`src/side_ch_pkg.sv`:
```
// shared widths, limits and enum types for the IQ side channel capture, imported by every stage
`default_nettype none

package side_ch_pkg;

	localparam int IQ_W   = 16; // one I or Q component
	localparam int GPIO_W = 8;  // agc lock on top bit, gain below
	localparam int RSSI_W = 11; // signed, half dB steps
	localparam int TSF_W  = 64;
	localparam int DATA_W = 64; // dma word

	localparam int BUF_AW = 10; // 1024 sample ring
	localparam int CNT_W  = 14;

	// 65507 byte udp payload / 8 bytes per word
	localparam int MAX_DMA_UDP = 8188;

	localparam int NUM_DMA_REG_ADDR = 2; // dma length register

	typedef enum logic [3:0] {
		TRIG_FCS_OR_FREE        = 4'd0,
		TRIG_FCS_OK             = 4'd1,
		TRIG_FCS_BAD            = 4'd2,
		TRIG_LONG_PREAMBLE      = 4'd3,
		TRIG_SHORT_PREAMBLE     = 4'd4,
		TRIG_RSSI_RISE          = 4'd5,
		TRIG_RSSI_FALL          = 4'd6,
		TRIG_AGC_LOCK_TO_UNLOCK = 4'd7,
		TRIG_AGC_UNLOCK_TO_LOCK = 4'd8,
		TRIG_GAIN_RISE          = 4'd9,
		TRIG_GAIN_FALL          = 4'd10
	} trig_sel_e;

	typedef enum logic [1:0] {
		IQ_WAIT    = 2'd0,
		IQ_PREPARE = 2'd1,
		IQ_HEADER  = 2'd2,
		IQ_SAMPLES = 2'd3
	} iq_state_e;

	typedef enum logic [1:0] {
		DMA_LOOPBACK   = 2'd0,
		DMA_AUTO_START = 2'd1,
		DMA_EXT_START  = 2'd2,
		DMA_OFF        = 2'd3
	} dma_mode_e;

endpackage

`default_nettype wire
```
`src/dma_source_select.sv`:
```
// DMA output mux, picks loopback, auto-start capture, external-start capture or idle
`timescale 1ns/1ps
`default_nettype none

module dma_source_select import side_ch_pkg::*; (
	input  logic              clk,
	input  logic              rstn,
	input  dma_mode_e         m_axis_start_mode,
	input  logic              m_axis_start_ext_trigger,
	input  logic              slv_reg_wren_signal,
	input  logic [4:0]        axi_awaddr_core,
	input  logic [DATA_W-1:0] data_to_pl,
	input  logic              emptyn_to_pl,
	input  logic              s_axis_tlast,
	input  logic [DATA_W-1:0] capture_data,
	input  logic              capture_valid,
	output logic              pl_ask_data,
	output logic              m_axis_start_1trans,
	output logic [DATA_W-1:0] data_to_ps,
	output logic              data_to_ps_valid
);

	logic len_wr;
	logic len_wr_q;
	logic len_wr_qq;
	logic auto_start;

	assign len_wr     = slv_reg_wren_signal && (axi_awaddr_core == 5'(NUM_DMA_REG_ADDR));
	assign auto_start = len_wr_q & ~len_wr_qq; // first cycle of the write only

	always_ff @(posedge clk) begin
		if (!rstn) begin
			len_wr_q  <= 1'b0;
			len_wr_qq <= 1'b0;
		end else begin
			len_wr_q  <= len_wr;
			len_wr_qq <= len_wr_q;
		end
	end

	always_comb begin
		pl_ask_data         = 1'b0;
		m_axis_start_1trans = 1'b0;
		data_to_ps          = '0;
		data_to_ps_valid    = 1'b0;
		case (m_axis_start_mode)
			DMA_LOOPBACK: begin
				pl_ask_data         = 1'b1;
				m_axis_start_1trans = s_axis_tlast;
				data_to_ps          = data_to_pl;
				data_to_ps_valid    = emptyn_to_pl;
			end
			DMA_AUTO_START: begin
				m_axis_start_1trans = auto_start;
				data_to_ps          = capture_data;
				data_to_ps_valid    = capture_valid;
			end
			DMA_EXT_START: begin
				m_axis_start_1trans = m_axis_start_ext_trigger;
				data_to_ps          = capture_data;
				data_to_ps_valid    = capture_valid;
			end
			default: ; // off
		endcase
	end

endmodule

`default_nettype wire

```
`config.mk`:
```
export PLATFORM = sky130hd
export DESIGN_NAME = dma_source_select
export DESIGN_NICKNAME = d
export VERILOG_FILES = /design/src/side_ch_pkg.sv /design/src/dma_source_select.sv
export SDC_FILE = /design/constraint.sdc
export NUM_CORES = 1
export LEC_CHECK = 0
export ABC_CLOCK_PERIOD_IN_PS = 1910
export BUFFER_PORTS_ARGS = -buffer_cell sky130_fd_sc_hd__buf_2
export CORE_AREA = 5 5 78 80
export CTS_BUF_LIST = sky130_fd_sc_hd__clkbuf_16
export CTS_CLUSTER_SIZE = 14
export DETAILED_ROUTE_END_ITERATION = 16
export DIE_AREA = 0 0 83 85
export GPL_ROUTABILITY_DRIVEN = 0
export PLACE_DENSITY = 0.67
export SLEW_MARGIN = 20
export SYNTH_ARGS = -nofsm -noshare
export SYNTH_HDL_FRONTEND = slang
export SYNTH_SLANG_ARGS = --single-unit
```
`constraint.sdc`:
```
create_clock -name clk -period 1.91 [get_ports clk]
set_input_delay 0.382 -clock clk [delete_from_list [all_inputs] [get_ports clk]]
set_output_delay 0.382 -clock clk [all_outputs]
set_load 0.03 [all_outputs]
```
# Yosys cells after proc, flatten, opt, wreduce, memory -nomap -nowiden
# Index checks and enable logic that the tools add are counted.
[totals] inputBits=142 wordCells=14 out_inout_bits=67 ff_bits=2
[op_classes] eq_ne=3 reduce_logical=3 bitwise=2 mux=4
[ops] operator="$pmux W64 S2" n=1
[ops] operator="$eq A5 B2 Y1 const B" n=1
[ops] operator="$pmux W1 S3" n=1
[ops] operator="$eq A2 B1 Y1 const B" n=1
[ops] operator="$eq A2 B2 Y1 const B" n=1
[ops] operator="$logic_not A2 Y1" n=1
[ops] operator="$pmux W1 S2" n=1
[ops] operator="$reduce_or A2 Y1" n=1
[ops] operator="$and A1 B1 Y1" n=1
[ops] operator="$logic_and A1 B1 Y1" n=1
[ops] operator="$mux W1" n=1
[ops] operator="$not A1 Y1" n=1

# Longest topological paths before layout
[logic_depth] depth_word=3 depth_mapped=6 mapped_depth_nobuf=4

# Worst setup path before layout
# No wires, ideal clock.
[synth_path] kind="input to output" from="input m_axis_start_mode[0]" to="output data_to_ps[16]" arrival_ns=1.655 cell_stages=6 t_required_ns=1.528 path_slack_ns=-0.127 path_buffers=2 cell_sequence="inv_1 ha_1 buf_4 buf_4 a22oi_1 nor2_1"
[synth_between] elab_chain_len=3 word_cells_on_any_way=5 classes_between="2 x eq/ne; 1 x mux; 2 x reduce/logical"
[synth_rtl] element="start, declared" line="dma_source_select.sv:8" rtl="input dma_mode_e m_axis_start_mode,"
[synth_rtl] element="$eq A2 B2 Y1 / $eq A2 B1 Y1 (equally long branches)" line="dma_source_select.sv:46" rtl="case (m_axis_start_mode)"
[synth_rtl] element="$reduce_or A2 Y1 (no source line)"
[synth_rtl] element="$pmux W64 S2 *" line="dma_source_select.sv:46"
[synth_rtl] element="end, declared" line="dma_source_select.sv:19" rtl="output logic [DATA_W-1:0] data_to_ps,"
# Every way passes the cells marked *; elsewhere a longest branch is shown, timed or not.

# Final worst setup path
[layout_path] from="input m_axis_start_mode[1]" to="output data_to_ps[41]"
# The elaborated chain is that of the path after synthesis.

==> results by group <==
Power and ir drop
  – Pwr Density: slightly above 500 nW/µm²
  – Max rail drop VDD: 0.546 mV
  – Leakage Power: 1.36 nW

Global routing
  – GR Util All Layers: between 10% and 20%
  – Vias in the first global route: 1,920
  – GR Overflow Total: 0
  – Met3 Use GR: 4.37%
  – First-pass GRT wire length: 9320 µm
  – Grt met1 use: 18.1%
  – Largest net degree at the start of global routing: 36
  – Top Usage Layer GRT: met2
  – Initial antenna violation count: 0
  – Met2 usage: 27.3%

Final layout
  – Area of the multi-input gates: 972 µm²
  – Most common cell after layout, fill and taps aside: buf_2
  – FILL cells: 560
  – Fin cells: 438
  – Number of antenna diodes: 0
  – Design Area, Final: 2450 µm²
  – Layout cells sized above 1: 73.5%
  – Commonest non-fill, non-tap cells in the layout: buf_2 (193), a22oi_1 (62), nor2_2 (40)
  – Layout area overhead: 141%
  – Register area: 40.0 µm²
  – Final nets: 514

STA
  – Setup Viol. Count Final: 0
  – Hold Violations, Final: 0
  – Tcrit/Tclk final: roughly 100%
  – Final Max Tran Viols: 0
  – Skew final: 0.00142 ns
  – RSZ-0062 raised after global routing: yes
  – Slew @ Worst Pin: 0.222 ns
  – Worst slew margin: 85.2%
  – Max Fclk: 538 MHz
  – Tmin final: around 1.9 ns

Detailed routing
  – Mean routed wirelength per cell: 14.6 µm
  – Initial DRC count: between 100 and 150
  – Final ANT Viol Nets: 0
  – Remaining DRCs: 0
  – Vias: a little over 2k
  – Total Routed Length: 6400 µm
  – Via-to-Cell Ratio: 4.66
  – TritonRoute pass-1 iters: 4

Clock tree
  – H-Tree Depth: 1
  – Root Buffer: clkbuf_16
  – Setup Fix Bufs, Post-CTS: 0
  – Clk Latency, worst-skew pair: 0.22 ns
  – TritonCTS buffer count: 3
  – Clock Sinks: 2
  – Clock slew at reported path FFs: 0.03 ns
  – CTS tree: yes
  – Clock Path Buffers: 2

Placement
  – Port Buffers: 208
  – Dpl cell area: between 2000 and 2500 µm²
  – DP HPWL: just under 5000 µm
  – Inst Count DP: 433

Worst setup path
  – Cell chain of the critical path: buf_2, inv_1, ha_4, clkbuf_16, a22oi_1, nor2_2, clkbuf_4
  – CP max stage delay: 0.26 ns
  – Critical path's slowest cell: ha_4
  – WP data arrival: 1.48 ns
  – Stages on the worst setup path: 7
  – Crit path max-delay family: buffers and inverters
  – Classification of the worst setup path: in2out
  – CP Buf/Inv Count: 4
  – Data required, critical path: approximately 1.5 ns
  – Crit path capture type: primary output
  – FF-to-FF path depth: 1
  – Crit Path Max Fanout: 17
  – Startpoint Class: input pin

Logic synthesis
  – Syn Inst Count: roughly 170
  – Syn Nets: 312
  – Cell variety after synth: 15
  – Sequential fraction of the synthesis area: 3.95%
  – Mean post-synth cell area: 6.11 µm²
  – Primary FF master, synth: dfxtp_1
  – Leading area contributor after synthesis: a22oi_1
  – Top cell type's share of synthesized area: 48.8%
  – Share of flip-flops with an asynchronous set or reset: 0%
  – EDFF count, synth: 0
  – Largest cells by area after synthesis: a22oi_1 (49%), nor2_1 (24%), buf_4 (7.4%)
  – YS warnings: 0
  – Post-Syn Area: between 1000 and 1500 µm²
  – Flops & latches, synth: 2

Floorplan
  – CORE AREA: roughly 5300 µm²
  – Initial core utilization: 19.0%
  – Cell row count: 27
  – IO Pins: 209
  – Die Ht: around 85 µm
  – Die footprint: slightly above 7000 µm²
  – Width of the die: about 83 µm

Run
  – Max-cap violation count: 0

Status
  – Status: finished, final reports clean

Worst hold path
  – Min-Delay Path Depth: 2
  – Min-Delay Path Class: in2reg
==> flip-flops by register name, indices dropped and copies added (netlist names) <==
| signal | count |
|---|---|
| len_wr_qq | 1 |
| len_wr_q | 1 |
==> power breakdown <==
part           leakage (nW)  internal, mW  switching [mW]
logic                  1.31         0.368           0.547
registers            0.0161        0.0423       0.0000599
clock network        0.0370         0.266          0.0462
==> path summary, 6_finish.rpt <==
| kind | from | to | slack [ns] |
|---|---|---|---|
| max | m_axis_start_mode[1] | data_to_ps[41] | 0.05 |
| min | axi_awaddr_core[4] | len_wr_q | 0.33 |
| min reg2reg | len_wr_q | len_wr_qq | 0.45 |
| max reg2reg | len_wr_q | len_wr_qq | 1.39 |
==> cells by family after synthesis <==
group           share of synthesized area, %
simple gates                            27.9
compound gates                          49.3
buf+inv                                 13.9
fa+ha+maj                               4.93
flops                                   3.95
==> what timing repair did <==
item                                    CTS  global route
endpoints found under the setup margin    0            59
hold buffers                              0             0
gates resized for setup                   0            30
==> layout make-up <==
type                       count  area share, %
tap                           72           3.68
multi-input combinational    141           39.7
sequential                     2           1.64
inverter                       2          0.307
clock buffer                   3           3.07
timing repair buffer         218           51.6
==> cells in the mapped netlist (2+ instances only) <==
| library cell | count |
|---|---|
| a22oi_1 | 66 |
| inv_1 | 2 |
| buf_2 | 8 |
| buf_4 | 10 |
| ha_1 | 4 |
| nor2_1 | 65 |
| clkbuf_1 | 2 |
| dfxtp_1 | 2 |
==> routing by layer <==
metal / wire length [µm] / vias up / part of all wire [%]
met4: 57 / 0 / 0.89
met2: 3300 / 110 / 52
met5: 0 / - / 0
met3: 582 / 6 / 9.1
met1: 2460 / 910 / 38
li1: - / 1017 / -
==> through the flow <==
step	power, mW	setup slack (ns)	hold slack [ns]	setup TNS [ns]	utilization, %
6_report	1.27	0.0514	0.331	0	45.9
5_1_grt	1.35	-0.00818	0.335	-0.0278	45.9
3_3_place_gp	0.895	0.0257	0.440	0	42.3
4_1_cts	1.22	0.00374	0.328	0	43.7
2_1_floorplan	0.589	0.0471	0.430	0	-
3_5_place_dp	0.903	0.0000868	0.450	0	42.3
Power figures use the tool's default switching activity.
