--- src/side_ch_pkg.sv ---
// shared widths, limits and enum types for the IQ side channel capture, imported by every stage
`default_nettype none

package side_ch_pkg;

	localparam int IQ_W   = 16; // one I or Q component
	localparam int GPIO_W = 8;  // agc lock on top bit, gain below
	localparam int RSSI_W = 11; // signed, half dB steps
	localparam int TSF_W  = 64;
	localparam int DATA_W = 64; // dma word

	localparam int BUF_AW = 10; // 1024 sample ring
	localparam int CNT_W  = 14;

	// 65507 byte udp payload / 8 bytes per word
	localparam int MAX_DMA_UDP = 8188;

	localparam int NUM_DMA_REG_ADDR = 2; // dma length register

	typedef enum logic [3:0] {
		TRIG_FCS_OR_FREE        = 4'd0,
		TRIG_FCS_OK             = 4'd1,
		TRIG_FCS_BAD            = 4'd2,
		TRIG_LONG_PREAMBLE      = 4'd3,
		TRIG_SHORT_PREAMBLE     = 4'd4,
		TRIG_RSSI_RISE          = 4'd5,
		TRIG_RSSI_FALL          = 4'd6,
		TRIG_AGC_LOCK_TO_UNLOCK = 4'd7,
		TRIG_AGC_UNLOCK_TO_LOCK = 4'd8,
		TRIG_GAIN_RISE          = 4'd9,
		TRIG_GAIN_FALL          = 4'd10
	} trig_sel_e;

	typedef enum logic [1:0] {
		IQ_WAIT    = 2'd0,
		IQ_PREPARE = 2'd1,
		IQ_HEADER  = 2'd2,
		IQ_SAMPLES = 2'd3
	} iq_state_e;

	typedef enum logic [1:0] {
		DMA_LOOPBACK   = 2'd0,
		DMA_AUTO_START = 2'd1,
		DMA_EXT_START  = 2'd2,
		DMA_OFF        = 2'd3
	} dma_mode_e;

endpackage

`default_nettype wire
--- src/iq_trigger_detect.sv ---
// trigger stage, turns receiver, FCS, RSSI and AGC status into one capture trigger pulse
`timescale 1ns/1ps
`default_nettype none

module iq_trigger_detect import side_ch_pkg::*; (
	input  logic                     clk,
	input  logic                     rstn,
	input  logic                     iq_capture,
	input  trig_sel_e                iq_trigger_select,
	input  logic                     iq_trigger_free_run_flag,
	input  logic                     fcs_in_strobe,
	input  logic                     fcs_ok,
	input  logic                     long_preamble_detected,
	input  logic                     short_preamble_detected,
	input  logic signed [RSSI_W-1:0] rssi_half_db,
	input  logic signed [RSSI_W-1:0] rssi_th,
	input  logic [GPIO_W-1:0]        gpio_status,
	input  logic [GPIO_W-2:0]        gain_th,
	output logic                     iq_trigger
);

	logic signed [RSSI_W-1:0] rssi_q;
	logic [GPIO_W-1:0]        gpio_q;
	logic                     rssi_rise;
	logic                     rssi_fall;
	logic                     agc_lock_to_unlock;
	logic                     agc_unlock_to_lock;
	logic                     gain_rise;
	logic                     gain_fall;
	logic                     lock_now;
	logic                     lock_prev;
	logic [GPIO_W-2:0]        gain_now;
	logic [GPIO_W-2:0]        gain_prev;
	logic                     trig_next;

	assign lock_now  = gpio_status[GPIO_W-1];
	assign lock_prev = gpio_q[GPIO_W-1];
	assign gain_now  = gpio_status[GPIO_W-2:0];
	assign gain_prev = gpio_q[GPIO_W-2:0];

	// crossing events, one cycle behind the status change
	always_ff @(posedge clk) begin
		if (!rstn) begin
			rssi_q             <= '0;
			gpio_q             <= '0;
			rssi_rise          <= 1'b0;
			rssi_fall          <= 1'b0;
			agc_lock_to_unlock <= 1'b0;
			agc_unlock_to_lock <= 1'b0;
			gain_rise          <= 1'b0;
			gain_fall          <= 1'b0;
		end else if (iq_capture) begin
			rssi_q             <= rssi_half_db;
			gpio_q             <= gpio_status;
			rssi_rise          <= (rssi_q < rssi_th) && (rssi_half_db >= rssi_th);
			rssi_fall          <= (rssi_q >= rssi_th) && (rssi_half_db < rssi_th);
			agc_lock_to_unlock <= lock_prev && !lock_now;
			agc_unlock_to_lock <= !lock_prev && lock_now;
			gain_rise          <= (gain_prev < gain_th) && (gain_now >= gain_th);
			gain_fall          <= (gain_prev >= gain_th) && (gain_now < gain_th);
		end
	end

	always_comb begin
		case (iq_trigger_select)
			TRIG_FCS_OR_FREE:        trig_next = fcs_in_strobe | iq_trigger_free_run_flag;
			TRIG_FCS_OK:             trig_next = fcs_in_strobe & fcs_ok;
			TRIG_FCS_BAD:            trig_next = fcs_in_strobe & ~fcs_ok;
			TRIG_LONG_PREAMBLE:      trig_next = long_preamble_detected;
			TRIG_SHORT_PREAMBLE:     trig_next = short_preamble_detected;
			TRIG_RSSI_RISE:          trig_next = rssi_rise;
			TRIG_RSSI_FALL:          trig_next = rssi_fall;
			TRIG_AGC_LOCK_TO_UNLOCK: trig_next = agc_lock_to_unlock;
			TRIG_AGC_UNLOCK_TO_LOCK: trig_next = agc_unlock_to_lock;
			TRIG_GAIN_RISE:          trig_next = gain_rise;
			TRIG_GAIN_FALL:          trig_next = gain_fall;
			default:                 trig_next = 1'b0; // spare codes
		endcase
	end

	always_ff @(posedge clk) begin
		if (!rstn)
			iq_trigger <= 1'b0;
		else
			iq_trigger <= iq_capture & trig_next;
	end

endmodule

`default_nettype wire

--- config.mk ---
export PLATFORM = sky130hd
export DESIGN_NAME = iq_trigger_detect
export DESIGN_NICKNAME = d
export VERILOG_FILES = /design/src/side_ch_pkg.sv /design/src/iq_trigger_detect.sv
export SDC_FILE = /design/constraint.sdc
export NUM_CORES = 1
export LEC_CHECK = 0
export BUFFER_PORTS_ARGS = -buffer_cell sky130_fd_sc_hd__buf_2
export CORE_UTILIZATION = 40
export CTS_CLUSTER_DIAMETER = 100
export DETAILED_ROUTE_END_ITERATION = 10
export PLACE_DENSITY = 0.71
export REMOVE_ABC_BUFFERS = 1
export SETUP_SLACK_MARGIN = 0.2
export SLEW_MARGIN = 0
export SYNTH_ARGS = -nofsm -noshare
export SYNTH_HDL_FRONTEND = slang
export SYNTH_SLANG_ARGS = --single-unit
--- constraint.sdc ---
create_clock -name clk -period 3.5 [get_ports clk]
set_input_delay 0.35 -clock clk [delete_from_list [all_inputs] [get_ports clk]]
set_output_delay 0.35 -clock clk [all_outputs]
set_load 0.02 [all_outputs]
# Word-level counts from Yosys, hierarchy flattened
# Cells that the tools add are included.
[classes] shifts=0 div=0 n_reduce_logical=9 add_sub_neg=0 n_bitwise=5 mux=1 order_cmp=8 eq_ne=10 multipliers=0
[op_table] cell="$ge 11x11->1" n=2
[op_table] cell="$lt 11x11->1" n=2
[op_table] cell="$eq 4x3->1 const B" n=4
[op_table] cell="$ge 7x7->1" n=2
[op_table] cell="$lt 7x7->1" n=2
[op_table] cell="$eq 4x4->1 const B" n=3
[op_table] cell="$pmux 1 s11" n=1
[op_table] cell="$eq 4x2->1 const B" n=2
[op_table] cell="$logic_and 1x1->1" n=6
[op_table] cell="$eq 4x1->1 const B" n=1
[op_table] cell="$logic_not 4->1" n=1
[op_table] cell="$and 1x1->1" n=3
[op_table] cell="$logic_not 1->1" n=2
[op_table] cell="$not 1->1" n=1
[op_table] cell="$or 1x1->1" n=1
[word_totals] mem_bits_rw=0 ff_bits=26 romBits=0 out_inout_bits=1 mem_count=0 latch_bits=0 in_bits=49

# Depth between registers and ports, before layout
[logic_depth] depth_word=4 depth_mapped=7

# Worst setup path after synthesis
# OpenSTA, ideal clock, no wires.
[synth_timing] path_kind="input-to-reg" from="input gain_th[1]" to="register gain_rise" cell_stages=7 n_path_buf=0 required_time_ns=3.431 t_arrival_ns=1.569 path_slack_ns=1.862 cell_sequence="inv_1 -> ha_1 -> nor2b_1 -> o21ai_1 -> a21oi_1 -> or4_1 -> o21ai_1"
[synth_between] elab_chain_cells=2 word_cells_on_any_way=3 classes_between="2 x order compare; 1 x reduce/logical"
[synth_rtl] element="start, declared" line="iq_trigger_detect.sv:18" source="input logic [GPIO_W-2:0] gain_th,"
[synth_rtl] element="$lt 7x7->1 or $ge 7x7->1 (tied branches)" line="iq_trigger_detect.sv:59" source="gain_rise <= (gain_prev < gain_th) && (gain_now >= gain_th);"
[synth_rtl] element="$logic_and 1x1->1 *" line="iq_trigger_detect.sv:59"
[synth_rtl] element="end signal, assigned" line="iq_trigger_detect.sv:59"
[synth_rtl] element="end, declared" line="iq_trigger_detect.sv:28" source="logic gain_rise;"
# Mark *: on every way between the ends. The rest lies on a longest branch, timed or not.
# A chain may end at the register's enable or synchronous reset.

# Worst setup path in the final report
[layout_timing] from="register gpio_q[1]" to="register gain_rise"
[layout_between] elab_chain_cells=2
[layout_rtl] element="start, declared" line="iq_trigger_detect.sv:23" source="logic [GPIO_W-1:0] gpio_q;"
[layout_rtl] element="start signal, assigned" line="iq_trigger_detect.sv:54" source="gpio_q <= gpio_status;"
[layout_rtl] element="$lt 7x7->1" line="iq_trigger_detect.sv:59"
[layout_rtl] element="$logic_and 1x1->1" line="iq_trigger_detect.sv:59"
# No other way between the ends.

==> results by group <==
Logic synthesis
  • Post-Synth XOR/XNOR Area: 0%
  • Simple logic cell fraction of the synthesized area: 19.1%
  • Syn Inst Count: 220
  • Register area share after synthesis: 26.7%
  • Number of flops mapped to enable cells by yosys: 0
  • Synth Area per Inst: 8.86 um^2
  • Post-Synthesis Cell Area: 1950 um^2
  • Yosys cell types: 37
  • Most frequent cells after synthesis: ha_1 (36), inv_1 (29), dfxtp_1 (26), nor2b_1 (21), mux2i_1 (20)
  • Top cell type's share of synthesized area: 26.7%
  • Top_reg_cell synth: dfxtp_1
  • Asr flop ratio synth: 0%
  • FF+latch count, synth: 26
  • Area leader, netlist: dfxtp_1
  • Post-synthesis adder-cell area fraction: 23.1%
  • Largest family of logic cells by synthesized area: adder cells
  • Count leader, synth: ha_1
  • Syn. warnings: 0
  • Synth Area in Compound Gates: 12.2%
  • Synth top area cells: dfxtp_1 (27%), ha_1 (23%), mux2i_1 (10%), nor2b_1 (6.7%), inv_1 (5.6%)
  • Post-synthesis mux area share: 11.6%

Worst setup path
  • CP max stage cell: or4_1
  • Flop-to-flop setup slack: 1.91 ns
  • Worst Path Max Fanout: 2
  • Cells on worst reg2reg path: 6
  • Crit path DAT: 1.80 ns
  • Critical Path RT: 3.71 ns
  • WS Path Type: reg2reg
  • RR Startpoint: gpio_q[1]
  • Worst r2r dst: gain_rise
  • CP Cell Sequence: ha_1 -> nor2b_1 -> o21ai_1 -> a21oi_1 -> or4_1 -> o21ai_1
  • Critical Path Max Stage Delay: 0.49 ns
  • Crit-path most repeated cell: o21ai_1
  • Worst setup EP type: flip-flop
  • CP Depth: 6
  • CP top delay family: simple AND/OR/NAND/NOR gates
  • CP bufs+invs: 0
  • Worst Setup Start Kind: flip-flop

Route
  • Vias per cell: 5.10
  • Wirelength per Cell: 11.9 um
  • Routed Wire Length: 3830 um
  • DRT antenna net count: 0
  • Drt pass-1 iters: 7
  • DR vias: 1,641
  • Post-detailed-route DRC marker count: 1
  • Iteration-0 DRC Markers: 47

STA
  • Setup_tns: 0 ns
  • Final Max Tran Viols: 0
  • Fmax: 0.629 GHz
  • Final setup viols: 0
  • Max_slew headroom: 73.7%
  • Final Cycle Share: 45.4%
  • Worst-Margin Slew: 0.394 ns
  • Clk_skew: 0.00215 ns
  • Hold Vio Cnt, Final: 0
  • Final WS setup: 1.91 ns
  • Fin crit period: 1.59 ns
  • RSZ-0062 raised after global routing: false

Floorplanning
  • Initial core utilization: 41.5%
  • DIE AREA: 5150 um^2
  • Core area: 4690 um^2
  • Die height: 71.8 um
  • Die X: 71.8 um
  • I/O pin total: 50
  • Row count: 25

Layout
  • Finished Layout Cells: 322
  • Diode count: 0
  • Layout Nets: 354
  • Layout area overhead: 17.6%
  • Layout cells sized above 1: 20.9%
  • Design area: 2290 um^2

Clock network
  • CTS Buf Count: 3
  • Max clock buf depth: 2
  • H-tree depth: 1
  • Clk root buf: clkbuf_8
  • Worst skew pair latency: 0.26 ns
  • CTS-repair resized insts: 0
  • Hold-fix buffers, CTS: 0
  • Sink Count: 26
  • TritonCTS clock tree: built
  • Worst-path clk slew: 0.09 ns
  • Post-CTS setup buffer count: 0

Placed design
  • Final Wtd Congestion: 0.781
  • Post-DP HPWL: 3150 um
  • Placed instance area: 2240 um^2
  • Placed cells: 318
  • Port-buffer cells: 49
  • Place WS: 1.73 ns

GRT
  • Grt ovf: 0
  • Global Route Usage Sum: 15.8%
  • Number of global-route vias before repair: 1,547
  • Initial antenna violation count: 0
  • Largest net degree at the start of global routing: 28
  • First-pass GRT wire length: 6540 um

Pwr
  • Peak supply drop: 0.147 mV
  • Final Power: 0.692 mW
  • Pwr Density: 302 nW/um^2
  • Lkg Pwr: 1.16 nW

Hold path
  • Worst Hold Path Cells: 2
  • Hold Startpoint: iq_trigger_select[2]
  • Worst hold endpoint: iq_trigger
  • HP Class: in2reg

Outcome
  • Status: finished with violations
  • Failing checks: design-rule violations

Run
  • Max-cap violations: 0
## area by class of cell
type / count / area (um^2)
fill: 468 / 2400
multi-input combinational: 159 / 1290
sequential: 26 / 520
timing repair buffer: 50 / 253
inverter: 29 / 109
tap: 54 / 67.6
clock buffer: 4 / 55.1
## placed cells by master, fill, tap and decap left out, drive strengths merged, types with 2 or more instances in the layout
cell,instances
mux2i,20
nand3,4
nand3b,5
ha,36
buf,50
a31oi,4
or4,2
inv,29
nor4,2
and4,2
nor3,2
nand2b,2
clkbuf,4
nor2,6
o21ai,10
nand2,12
nand4,5
dfxtp,26
a21oi,10
o2111ai,2
a21o,2
nor2b,21
## stage by stage
step	util (%)	hold slack, ns
after detailed placement	47.7	0.469
after global placement	47.7	0.468
final	48.8	0.271
after CTS	48.8	0.268
after floorplan	-	0.439
after global routing	48.8	0.269
## report_power, final
group | internal [mW] | switching, mW | leakage (nW)
logic | 0.0857 | 0.0886 | 0.916
clock network | 0.100 | 0.0947 | 0.0288
registers | 0.313 | 0.00937 | 0.214
## sequential cells by signal (all words and copies together), names as in the netlist
register,flops
agc_lock_to_unlock,1
agc_unlock_to_lock,1
gain_fall,1
gain_rise,1
gpio_q,8
iq_trigger,1
rssi_fall,1
rssi_q,11
rssi_rise,1
## layer usage
layer	vias to the layer above	track usage, %	wire [um]
met4	0	4.36	24
met2	35	27.4	1750
met5	-	0	0
li1	878	-	-
met1	726	20.6	1930
met3	2	1.97	135
## cells by family after synthesis
group           after synthesis
simple gates                 65
mux                          21
fa+ha+maj                    36
compound gates               37
buf+inv                      35
flops                        26
## worst max-delay path by stage
stage                from         to  slack, ns
4_1_cts         gpio_q[1]  gain_rise       1.90
3_3_place_gp   gain_th[1]  gain_rise       1.74
2_1_floorplan  gain_th[1]  gain_rise       1.86
5_1_grt         gpio_q[1]  gain_rise       1.77
6_report        gpio_q[1]  gain_rise       1.91
3_5_place_dp   gain_th[1]  gain_rise       1.73
Power figures use the tool's default switching activity.
