[src/side_ch_pkg.sv]
// shared widths, limits and enum types for the IQ side channel capture, imported by every stage
`default_nettype none

package side_ch_pkg;

	localparam int IQ_W   = 16; // one I or Q component
	localparam int GPIO_W = 8;  // agc lock on top bit, gain below
	localparam int RSSI_W = 11; // signed, half dB steps
	localparam int TSF_W  = 64;
	localparam int DATA_W = 64; // dma word

	localparam int BUF_AW = 10; // 1024 sample ring
	localparam int CNT_W  = 14;

	// 65507 byte udp payload / 8 bytes per word
	localparam int MAX_DMA_UDP = 8188;

	localparam int NUM_DMA_REG_ADDR = 2; // dma length register

	typedef enum logic [3:0] {
		TRIG_FCS_OR_FREE        = 4'd0,
		TRIG_FCS_OK             = 4'd1,
		TRIG_FCS_BAD            = 4'd2,
		TRIG_LONG_PREAMBLE      = 4'd3,
		TRIG_SHORT_PREAMBLE     = 4'd4,
		TRIG_RSSI_RISE          = 4'd5,
		TRIG_RSSI_FALL          = 4'd6,
		TRIG_AGC_LOCK_TO_UNLOCK = 4'd7,
		TRIG_AGC_UNLOCK_TO_LOCK = 4'd8,
		TRIG_GAIN_RISE          = 4'd9,
		TRIG_GAIN_FALL          = 4'd10
	} trig_sel_e;

	typedef enum logic [1:0] {
		IQ_WAIT    = 2'd0,
		IQ_PREPARE = 2'd1,
		IQ_HEADER  = 2'd2,
		IQ_SAMPLES = 2'd3
	} iq_state_e;

	typedef enum logic [1:0] {
		DMA_LOOPBACK   = 2'd0,
		DMA_AUTO_START = 2'd1,
		DMA_EXT_START  = 2'd2,
		DMA_OFF        = 2'd3
	} dma_mode_e;

endpackage

`default_nettype wire
[src/ring_if.sv]
// link between the IQ ring buffer and the capture sequencer, instantiated in the top level
`timescale 1ns/1ps
`default_nettype none

interface ring_if import side_ch_pkg::*; ();

	logic              strobe; // sample written this cycle
	logic [BUF_AW-1:0] waddr;
	logic [BUF_AW-1:0] raddr;
	logic [DATA_W-1:0] rdata;  // mem[raddr], one cycle later

	modport buffer (
		output strobe, waddr, rdata,
		input  raddr
	);

	modport sequencer (
		input  strobe, waddr, rdata,
		output raddr
	);

endinterface

`default_nettype wire

[src/iq_capture_sequencer.sv]
// capture FSM, streams a timestamp header and the buffered samples around each trigger
`timescale 1ns/1ps
`default_nettype none

module iq_capture_sequencer import side_ch_pkg::*; (
	input  logic              clk,
	input  logic              rstn,
	input  logic              iq_capture,
	input  logic              iq_trigger,
	input  logic [TSF_W-1:0]  tsf_runtime_val,
	input  logic [CNT_W-1:0]  pre_trigger_len,
	input  logic [CNT_W-1:0]  iq_len_target,
	input  logic [CNT_W-1:0]  m_axis_data_count,
	ring_if.sequencer         ring,
	output logic [DATA_W-1:0] capture_data,
	output logic              capture_valid
);

	iq_state_e         state;
	logic [TSF_W-1:0]  tsf_lock;
	logic [BUF_AW-1:0] rd_ptr;
	logic [BUF_AW-1:0] rd_ptr_next;
	logic [CNT_W-1:0]  sample_cnt;
	logic [CNT_W:0]    words_needed;
	logic              room_ok;
	logic              start;
	logic              take;

	// header plus samples must fit next to what is already queued
	assign words_needed = {1'b0, m_axis_data_count} + {1'b0, iq_len_target} + 1'b1;
	assign room_ok      = (words_needed <= (CNT_W+1)'(MAX_DMA_UDP));

	assign start = iq_capture && (state == IQ_WAIT) && iq_trigger;
	assign take  = (state == IQ_SAMPLES) && ring.strobe;

	// memory is addressed with the next pointer so rdata tracks rd_ptr
	always_comb begin
		rd_ptr_next = rd_ptr;
		if (start)
			rd_ptr_next = ring.waddr - pre_trigger_len[BUF_AW-1:0];
		else if (take)
			rd_ptr_next = rd_ptr + 1'b1;
	end

	assign ring.raddr = rd_ptr_next;

	always_ff @(posedge clk) begin
		if (!rstn) begin
			state         <= IQ_WAIT;
			rd_ptr        <= '0;
			sample_cnt    <= '0;
			capture_valid <= 1'b0;
		end else if (!iq_capture) begin
			capture_valid <= 1'b0; // frozen
		end else begin
			rd_ptr        <= rd_ptr_next;
			capture_valid <= 1'b0;
			case (state)
				IQ_WAIT: begin
					sample_cnt <= '0;
					if (iq_trigger)
						state <= IQ_PREPARE;
				end
				IQ_PREPARE: state <= room_ok ? IQ_HEADER : IQ_WAIT;
				IQ_HEADER: begin
					capture_valid <= 1'b1;
					state         <= (iq_len_target == '0) ? IQ_WAIT : IQ_SAMPLES;
				end
				IQ_SAMPLES: begin
					if (take) begin
						capture_valid <= 1'b1;
						sample_cnt    <= sample_cnt + 1'b1;
						if (sample_cnt == iq_len_target - 1'b1)
							state <= IQ_WAIT;
					end
				end
				default: state <= IQ_WAIT;
			endcase
		end
	end

	always_ff @(posedge clk) begin
		if (start)
			tsf_lock <= tsf_runtime_val;
		if (iq_capture && state == IQ_HEADER)
			capture_data <= tsf_lock;
		else if (take)
			capture_data <= ring.rdata;
	end

endmodule

`default_nettype wire

[src/flat_wrapper.sv]
// flat-port wrapper written by rule: the top's interface ports become plain ports
module iq_capture_sequencer_flat import side_ch_pkg::*;
  (clk, rstn, iq_capture, iq_trigger, tsf_runtime_val, pre_trigger_len, iq_len_target, m_axis_data_count, capture_data, capture_valid, ring_strobe, ring_waddr, ring_rdata, ring_raddr);
  ring_if ring_i ();
  input  logic clk;
  input  logic rstn;
  input  logic iq_capture;
  input  logic iq_trigger;
  input  logic [TSF_W-1:0] tsf_runtime_val;
  input  logic [CNT_W-1:0] pre_trigger_len;
  input  logic [CNT_W-1:0] iq_len_target;
  input  logic [CNT_W-1:0] m_axis_data_count;
  output logic [DATA_W-1:0] capture_data;
  output logic capture_valid;
  input wire logic [$bits(ring_i.strobe)-1:0] ring_strobe;
  input wire logic [$bits(ring_i.waddr)-1:0] ring_waddr;
  input wire logic [$bits(ring_i.rdata)-1:0] ring_rdata;
  output wire logic [$bits(ring_i.raddr)-1:0] ring_raddr;
  assign ring_i.strobe = ring_strobe;
  assign ring_i.waddr = ring_waddr;
  assign ring_i.rdata = ring_rdata;
  assign ring_raddr = ring_i.raddr;
  iq_capture_sequencer u_core (.clk(clk), .rstn(rstn), .iq_capture(iq_capture), .iq_trigger(iq_trigger), .tsf_runtime_val(tsf_runtime_val), .pre_trigger_len(pre_trigger_len), .iq_len_target(iq_len_target), .m_axis_data_count(m_axis_data_count), .ring(ring_i), .capture_data(capture_data), .capture_valid(capture_valid));
endmodule
[config.mk]
export PLATFORM = sky130hd
export DESIGN_NAME = iq_capture_sequencer_flat
export DESIGN_NICKNAME = d
export VERILOG_FILES = /design/src/side_ch_pkg.sv /design/src/ring_if.sv /design/src/iq_capture_sequencer.sv /design/src/flat_wrapper.sv
export SDC_FILE = /design/constraint.sdc
export NUM_CORES = 1
export LEC_CHECK = 0
export BUFFER_PORTS_ARGS = -buffer_cell sky130_fd_sc_hd__buf_2
export CAP_MARGIN = 20
export CORE_AREA = 2 2 125 127
export DETAILED_ROUTE_END_ITERATION = 12
export DIE_AREA = 0 0 127 129
export PLACE_DENSITY = 0.9
export RECOVER_POWER = 50
export SLEW_MARGIN = 20
export SYNTH_ARGS = -nofsm -noshare
export SYNTH_HDL_FRONTEND = slang
export SYNTH_SLANG_ARGS = --single-unit
export TNS_END_PERCENT = 50
[constraint.sdc]
create_clock -name clk -period 4.8 [get_ports clk]
set_input_delay 0 -clock clk [delete_from_list [all_inputs] [get_ports clk]]
set_output_delay 0 -clock clk [all_outputs]
set_load 0.01 [all_outputs]
# Word level (Yosys, flattened, before mapping)
# Cells that the tools add are included.
[word_totals]
ramBits = 0
inputBits = 185
romBits = 0
latch_bits = 0
elab_cells = 45
regBits = 155
output_inout_bits = 75
n_memories = 0
[classes]
magnitude_cmp = 1
n_reduce_logical = 11
add_sub_neg = 6
bitwise_logic = 0
muxes = 14
eq_ne = 7
n_mul = 0
div = 0
shift = 0
[op_table]
columns = ["op", "n"]
rows = [
  ["$mux W64", 2],
  ["$pmux W14 S2", 1],
  ["$mux W10", 2],
  ["$add A14 B14 Y15", 1],
  ["$add A15 B1 Y15 const B", 1],
  ["$le A15 B13 Y1 const B", 1],
  ["$add A14 B1 Y14 const B", 1],
  ["$eq A14 B14 Y1", 1],
  ["$logic_not A14 Y1", 1],
  ["$mux W14", 1],
  ["$sub A14 B1 Y14 const B", 1],
  ["$add A10 B1 Y10 const B", 1],
  ["$mux W2", 5],
  ["$sub A10 B10 Y10", 1],
  ["$pmux W2 S4", 1],
  ["$eq A2 B2 Y1 const B", 2],
  ["$logic_and A1 B1 Y1", 4],
  ["$ne A2 B2 Y1 const B", 2],
  ["$reduce_and A4 Y1", 1],
  ["$reduce_bool A2 Y1", 2],
  ["$reduce_and A3 Y1", 1],
  ["$eq A2 B1 Y1 const B", 1],
  ["$logic_not A2 Y1", 1],
  ["$ne A2 B1 Y1 const B", 1],
  ["other kinds (3)", 3],
]

# Depth between registers and ports, before layout
[logic_depth]
ltp_word = 5
depth_mapped = 10
depth_no_buf = 10

# Worst setup path after synthesis
# Ideal clock, no wire load.
[synth_timing]
path_type = "reg-to-reg"
start = "reg u_core.state[0]"
end = "reg u_core.rd_ptr[8]"
path_buffers = 1
path_slack_ps = 1527
stages_incl_launch_ff = 9
arrival_ps = 3214
period_less_slack_ps = 3273
cell_sequence = "dfxtp_1 clkbuf_1 nor3b_1 nand2_1 clkinv_1 a31oi_1 o21ai_0 nor3_1 o211a_1"
[synth_via]
elab_chain_cells = 4
[synth_lines]
columns = ["item", "line_no", "rtl"]
rows = [
  ["start: declaration", "iq_capture_sequencer.sv:19", "iq_state_e state;"],
  ["start signal: assignment", "iq_capture_sequencer.sv:64", "IQ_PREPARE: state <= room_ok ? IQ_HEADER : IQ_WAIT;"],
  ["start signal: assignment", "iq_capture_sequencer.sv:67", "state <= (iq_len_target == '0) ? IQ_WAIT : IQ_SAMPLES;"],
  ["$logic_not A2 Y1", "iq_capture_sequencer.sv:33", "assign start = iq_capture && (state == IQ_WAIT) && iq_trigger;"],
  ["$logic_and A1 B1 Y1 (2 in a row)", "iq_capture_sequencer.sv:33", ""],
  ["net u_core.start", "iq_capture_sequencer.sv:26", "logic start;"],
  ["$mux W10", "iq_capture_sequencer.sv:39", "if (start)"],
  ["net ring_raddr[8]", "flat_wrapper.sv:18", "output wire logic [$bits(ring_i.raddr)-1:0] ring_raddr;"],
  ["end signal: assignment", "iq_capture_sequencer.sv:56", "rd_ptr <= rd_ptr_next;"],
  ["end: declaration", "iq_capture_sequencer.sv:21", "logic [BUF_AW-1:0] rd_ptr;"],
]
# The timed path passes the listed nets, and every way through them passes these cells.
# A chain may end at the register's enable or synchronous reset.

# Final worst setup path
[layout_timing]
start = "reg u_core.state[1]"
end = "out ring_raddr[8]"
[layout_via]
elab_chain_cells = 4
[layout_lines]
columns = ["item", "line_no"]
rows = [
  ["$logic_not A2 Y1", "iq_capture_sequencer.sv:33"],
  ["$logic_and A1 B1 Y1 (2 in a row)", "iq_capture_sequencer.sv:33"],
  ["net u_core.start", "iq_capture_sequencer.sv:26"],
  ["$mux W10", "iq_capture_sequencer.sv:39"],
  ["end: declaration", "flat_wrapper.sv:18"],
]
# The timed path passes the listed nets, and every way through them passes these cells.

==> flow_summary_export.csv <==
group,metric,value,unit
run_status,status,"finished, violations left",
run_status,violations,"max-capacitance violations, max-slew violations",
floorplan,rows,45,
logic_synthesis,async_flop_share,0,%
power_and_ir_drop,power_frac_comb,12.9,%
setup_path,path_cells,"nor3b_1 -> nand2_1 -> inv_2 -> o21ai_0 -> nor3_1 -> buf_2",
timing,rsz0062_at_grt,"no",
clock_network,cts_hold_buffers,131,
power_and_ir_drop,p_seq_share,46.6,%
clock_network,root_buffer,"clkbuf_16",
power_and_ir_drop,clkPwrFrac,40.5,%
timing,slew_headroom,-6.56,%
min_path,hold_depth,5,
finish,fill_cells,1024,
logic_synthesis,synthCells,566,
grt,grt_pass1_vias,6156,
setup_path,endpoint_kind,"primary output",
power_and_ir_drop,sw_frac_of_total,24.4,%
setup_path,crit_end,"ring_raddr[8]",
timing,hold_viol,0,
finish,syn2layout_area_growth,44.1,%
clock_network,cts_setup_buffers,0,
timing,min_period,2.93,ns
floorplan,io_pins,260,
logic_synthesis,synth_edf_count,128,
routing,drt.antenna.violating_nets,0,
floorplan,die_h,129,um
clock_network,post_cts_resized,0,
finish,nets,1168,
routing,firstDrtPassIters,5,
grt,antenna_found_initial,2,
setup_path,slowest_stage,"inv_2",
routing,drc_errors,0,
timing,setup_tns,0,ns
setup_path,path_max_fanout,47,
setup_path,cp_data_required_time,4.80,ns
job,cap_violations,1,
clock_network,cts_buffers,17,
power_and_ir_drop,power_density,306,nW/um^2
logic_synthesis,ys_ff_latch,155,
finish,drive_gt1_share,30.2,%
setup_path,cp_data_arrival_time,2.93,ns
logic_synthesis,syn_area,7410,um^2
setup_path,cp_top_family,"buffers and inverters",
power_and_ir_drop,p_leak,4.27,nW
timing,tightestPinTransition,1.60,ns
clock_network,cts_tree,"yes",
floorplan,core_area,15000,um^2
logic_synthesis,yosysSeqAreaShare,59.2,%
floorplan,dieArea,16400,um^2
setup_path,setup.worst_path.start,"u_core.state[1]",
clock_network,clockBufferDepth,2,
setup_path,startpoint_type,"flip-flop",
logic_synthesis,ys.flop_type,"edfxtp_1",
setup_path,worst-path-stages,6,
power_and_ir_drop,power.switching,0.796,mW
placement,dp_slack,2.10,ns
min_path,hold_class,"in -> reg",
timing,fmax,0.341,GHz
clock_network,cts.clk_slew.worst_paths,0.07,ns
setup_path,ff2ff_setup_slack,2.08,ns
logic_synthesis,syn_nets,778,
logic_synthesis,yosys.cell_types.count,54,
setup_path,r2r_end,"u_core.tsf_lock[42]",
finish,final_util,71.3,%
grt,grt_max_degree,65,
clock_network,htree_levels,4,
setup_path,worstReg2RegStart,"u_core.state[1]",
timing,finalWorstSetupSlack,1.87,ns
setup_path,critPathKind,"reg -> out",
clock_network,clk_latency,0.41,ns
floorplan,initial_core_util,49.5,%
routing,avgRoutedWirePerCell,18.5,um
logic_synthesis,synth.avg_cell_area,13.1,um^2
routing,via_count,6168,
grt,grt-ovfl-total,0,
placement,gp_congestion,0.823,
placement,dp_hpwl,13000,um
setup_path,ff2ff_path_depth,4,
logic_synthesis,yosysWarnings,0,
timing,slew_violations,65,
timing,setup_viol,0,
power_and_ir_drop,p_int,2.47,mW
routing,viasPerCell,5.32,
routing,wl,21400,um
setup_path,critPathBufInv,2,
placement,io_buffers,255,
routing,first_iter_violations,388,
grt,grt_pass1_wl,32000,um
grt,grt_usage,25.6,%
timing,post-route-period-util,61.0,%
timing,clock_skew,0.0127,ns
floorplan,die_w,127,um
power_and_ir_drop,irDropWorstVdd,0.271,mV
setup_path,crit_path_max_incr_delay,0.86,ns
clock_network,clock_sinks,155,
-- placed cells by master, fill, tap and decap left out, types with 3 or more instances in the layout --
| cell | n |
|---|---|
| buf_2 | 183 |
| o21ai_1 | 3 |
| nor3_1 | 11 |
| and3_1 | 9 |
| a21oi_1 | 20 |
| dfxtp_1 | 27 |
| clkbuf_1 | 72 |
| xnor2_1 | 20 |
| clkbuf_16 | 17 |
| nand2b_1 | 4 |
| inv_6 | 5 |
| or3_1 | 9 |
| a31oi_1 | 5 |
| nand2_1 | 25 |
| buf_4 | 3 |
| nor2b_1 | 14 |
| mux2i_1 | 11 |
| a21o_1 | 5 |
| edfxtp_1 | 128 |
| nor2_1 | 20 |
| o211ai_1 | 4 |
| dlygate4sd3_1 | 131 |
| nand4_1 | 7 |
| o21ai_0 | 20 |
| or4_1 | 3 |
| ha_1 | 26 |
| xor2_1 | 28 |
| a21boi_0 | 3 |
| nand3_1 | 22 |
| nor3b_1 | 3 |
| inv_8 | 4 |
| mux2_2 | 64 |
| nor4_1 | 6 |
| inv_1 | 18 |
-- sequential cells by signal (all words and copies together) (netlist names) --
signal / count
u_core.capture_valid: 1
u_core.tsf_lock: 64
u_core.sample_cnt: 14
u_core.rd_ptr: 10
u_core.capture_data: 64
u_core.state: 2
-- area by class of cell --
type	count	area, um^2	area share (%)
diodes	2	5.00	0.0468
clock buffers	17	425	3.98
inverters	19	71.3	0.668
well taps	188	235	2.20
multi-input cells	373	2880	27.0
repair buffers	390	2520	23.6
clock inverters	15	153	1.43
flip-flops and latches	155	4380	41.0
-- metrics by stage --
stage          instance area [um^2]  power, mW  std cells  hold WS (ns)
2_1_floorplan                  7410       1.74        566        0.0989
6_report                      10700       3.26       1159        0.0440
5_1_grt                       10700       3.39       1159        0.0698
3_5_place_dp                   8880       1.87        994         0.178
3_3_place_gp                   8880       1.86        994         0.177
4_1_cts                       10800       3.26       1157        0.0289
-- cell families after synthesis --
logic type / count (synthesis) / synth area share [%]
DFF: 155 / 59.2
muxes: 75 / 11.2
AOI/OAI and AO/OA: 76 / 6.64
and+or+nand+nor: 147 / 10.7
adders and majority gates: 27 / 4.66
xor gates and xnor gates: 48 / 5.67
buffers and inverters: 38 / 1.96
-- power by group through the flow --
stage               logic (mW)  clock network (mW)  registers, mW
CTS                      0.415                1.32           1.52
global route             0.459                1.40           1.52
detailed placement       0.326                   0           1.55
floorplan                0.189                   0           1.55
finish                   0.421                1.32           1.52
global placement         0.314                   0           1.54
-- cell usage after synthesis, types with 16 or more instances --
library cell,count,share of area (%)
clkbuf_1,16,0.81
xnor2_1,20,2.4
o21ai_0,20,1.4
nor2_1,20,1.0
inv_1,18,0.91
mux2_2,64,9.7
nand2_1,26,1.3
edfxtp_1,128,52
dfxtp_1,27,7.3
a21oi_1,20,1.4
ha_1,26,4.4
xor2_1,28,3.3
nand3_1,22,1.5
-- layer usage --
layer,wire (um),GRT usage [%],up-vias
met1,7990,28.6,2904
met4,648,10.6,0
met2,11100,47.2,309
li1,-,-,2910
met3,1620,6.11,45
met5,0,0,-
-- how the worst min path moves through the flow --
| stage | from | end | slack [ns] |
|---|---|---|---|
| 2_1_floorplan | tsf_runtime_val[0] | u_core.tsf_lock[0] | 0.1 |
| 3_3_place_gp | tsf_runtime_val[46] | u_core.tsf_lock[46] | 0.18 |
| 3_5_place_dp | tsf_runtime_val[40] | u_core.tsf_lock[40] | 0.18 |
| 4_1_cts | iq_capture | u_core.sample_cnt[1] | 0.03 |
| 5_1_grt | iq_capture | u_core.sample_cnt[1] | 0.07 |
| 6_report | ring_waddr[9] | u_core.rd_ptr[9] | 0.04 |
-- worst reg2reg max path, stage by stage, from the launching register on --
cell and delay, ns:
dfxtp_1 0.42, nor3b_1 0.23, nand2_1 0.34, inv_2 0.86, buf_4 0.52
Power figures use the tool's default switching activity.
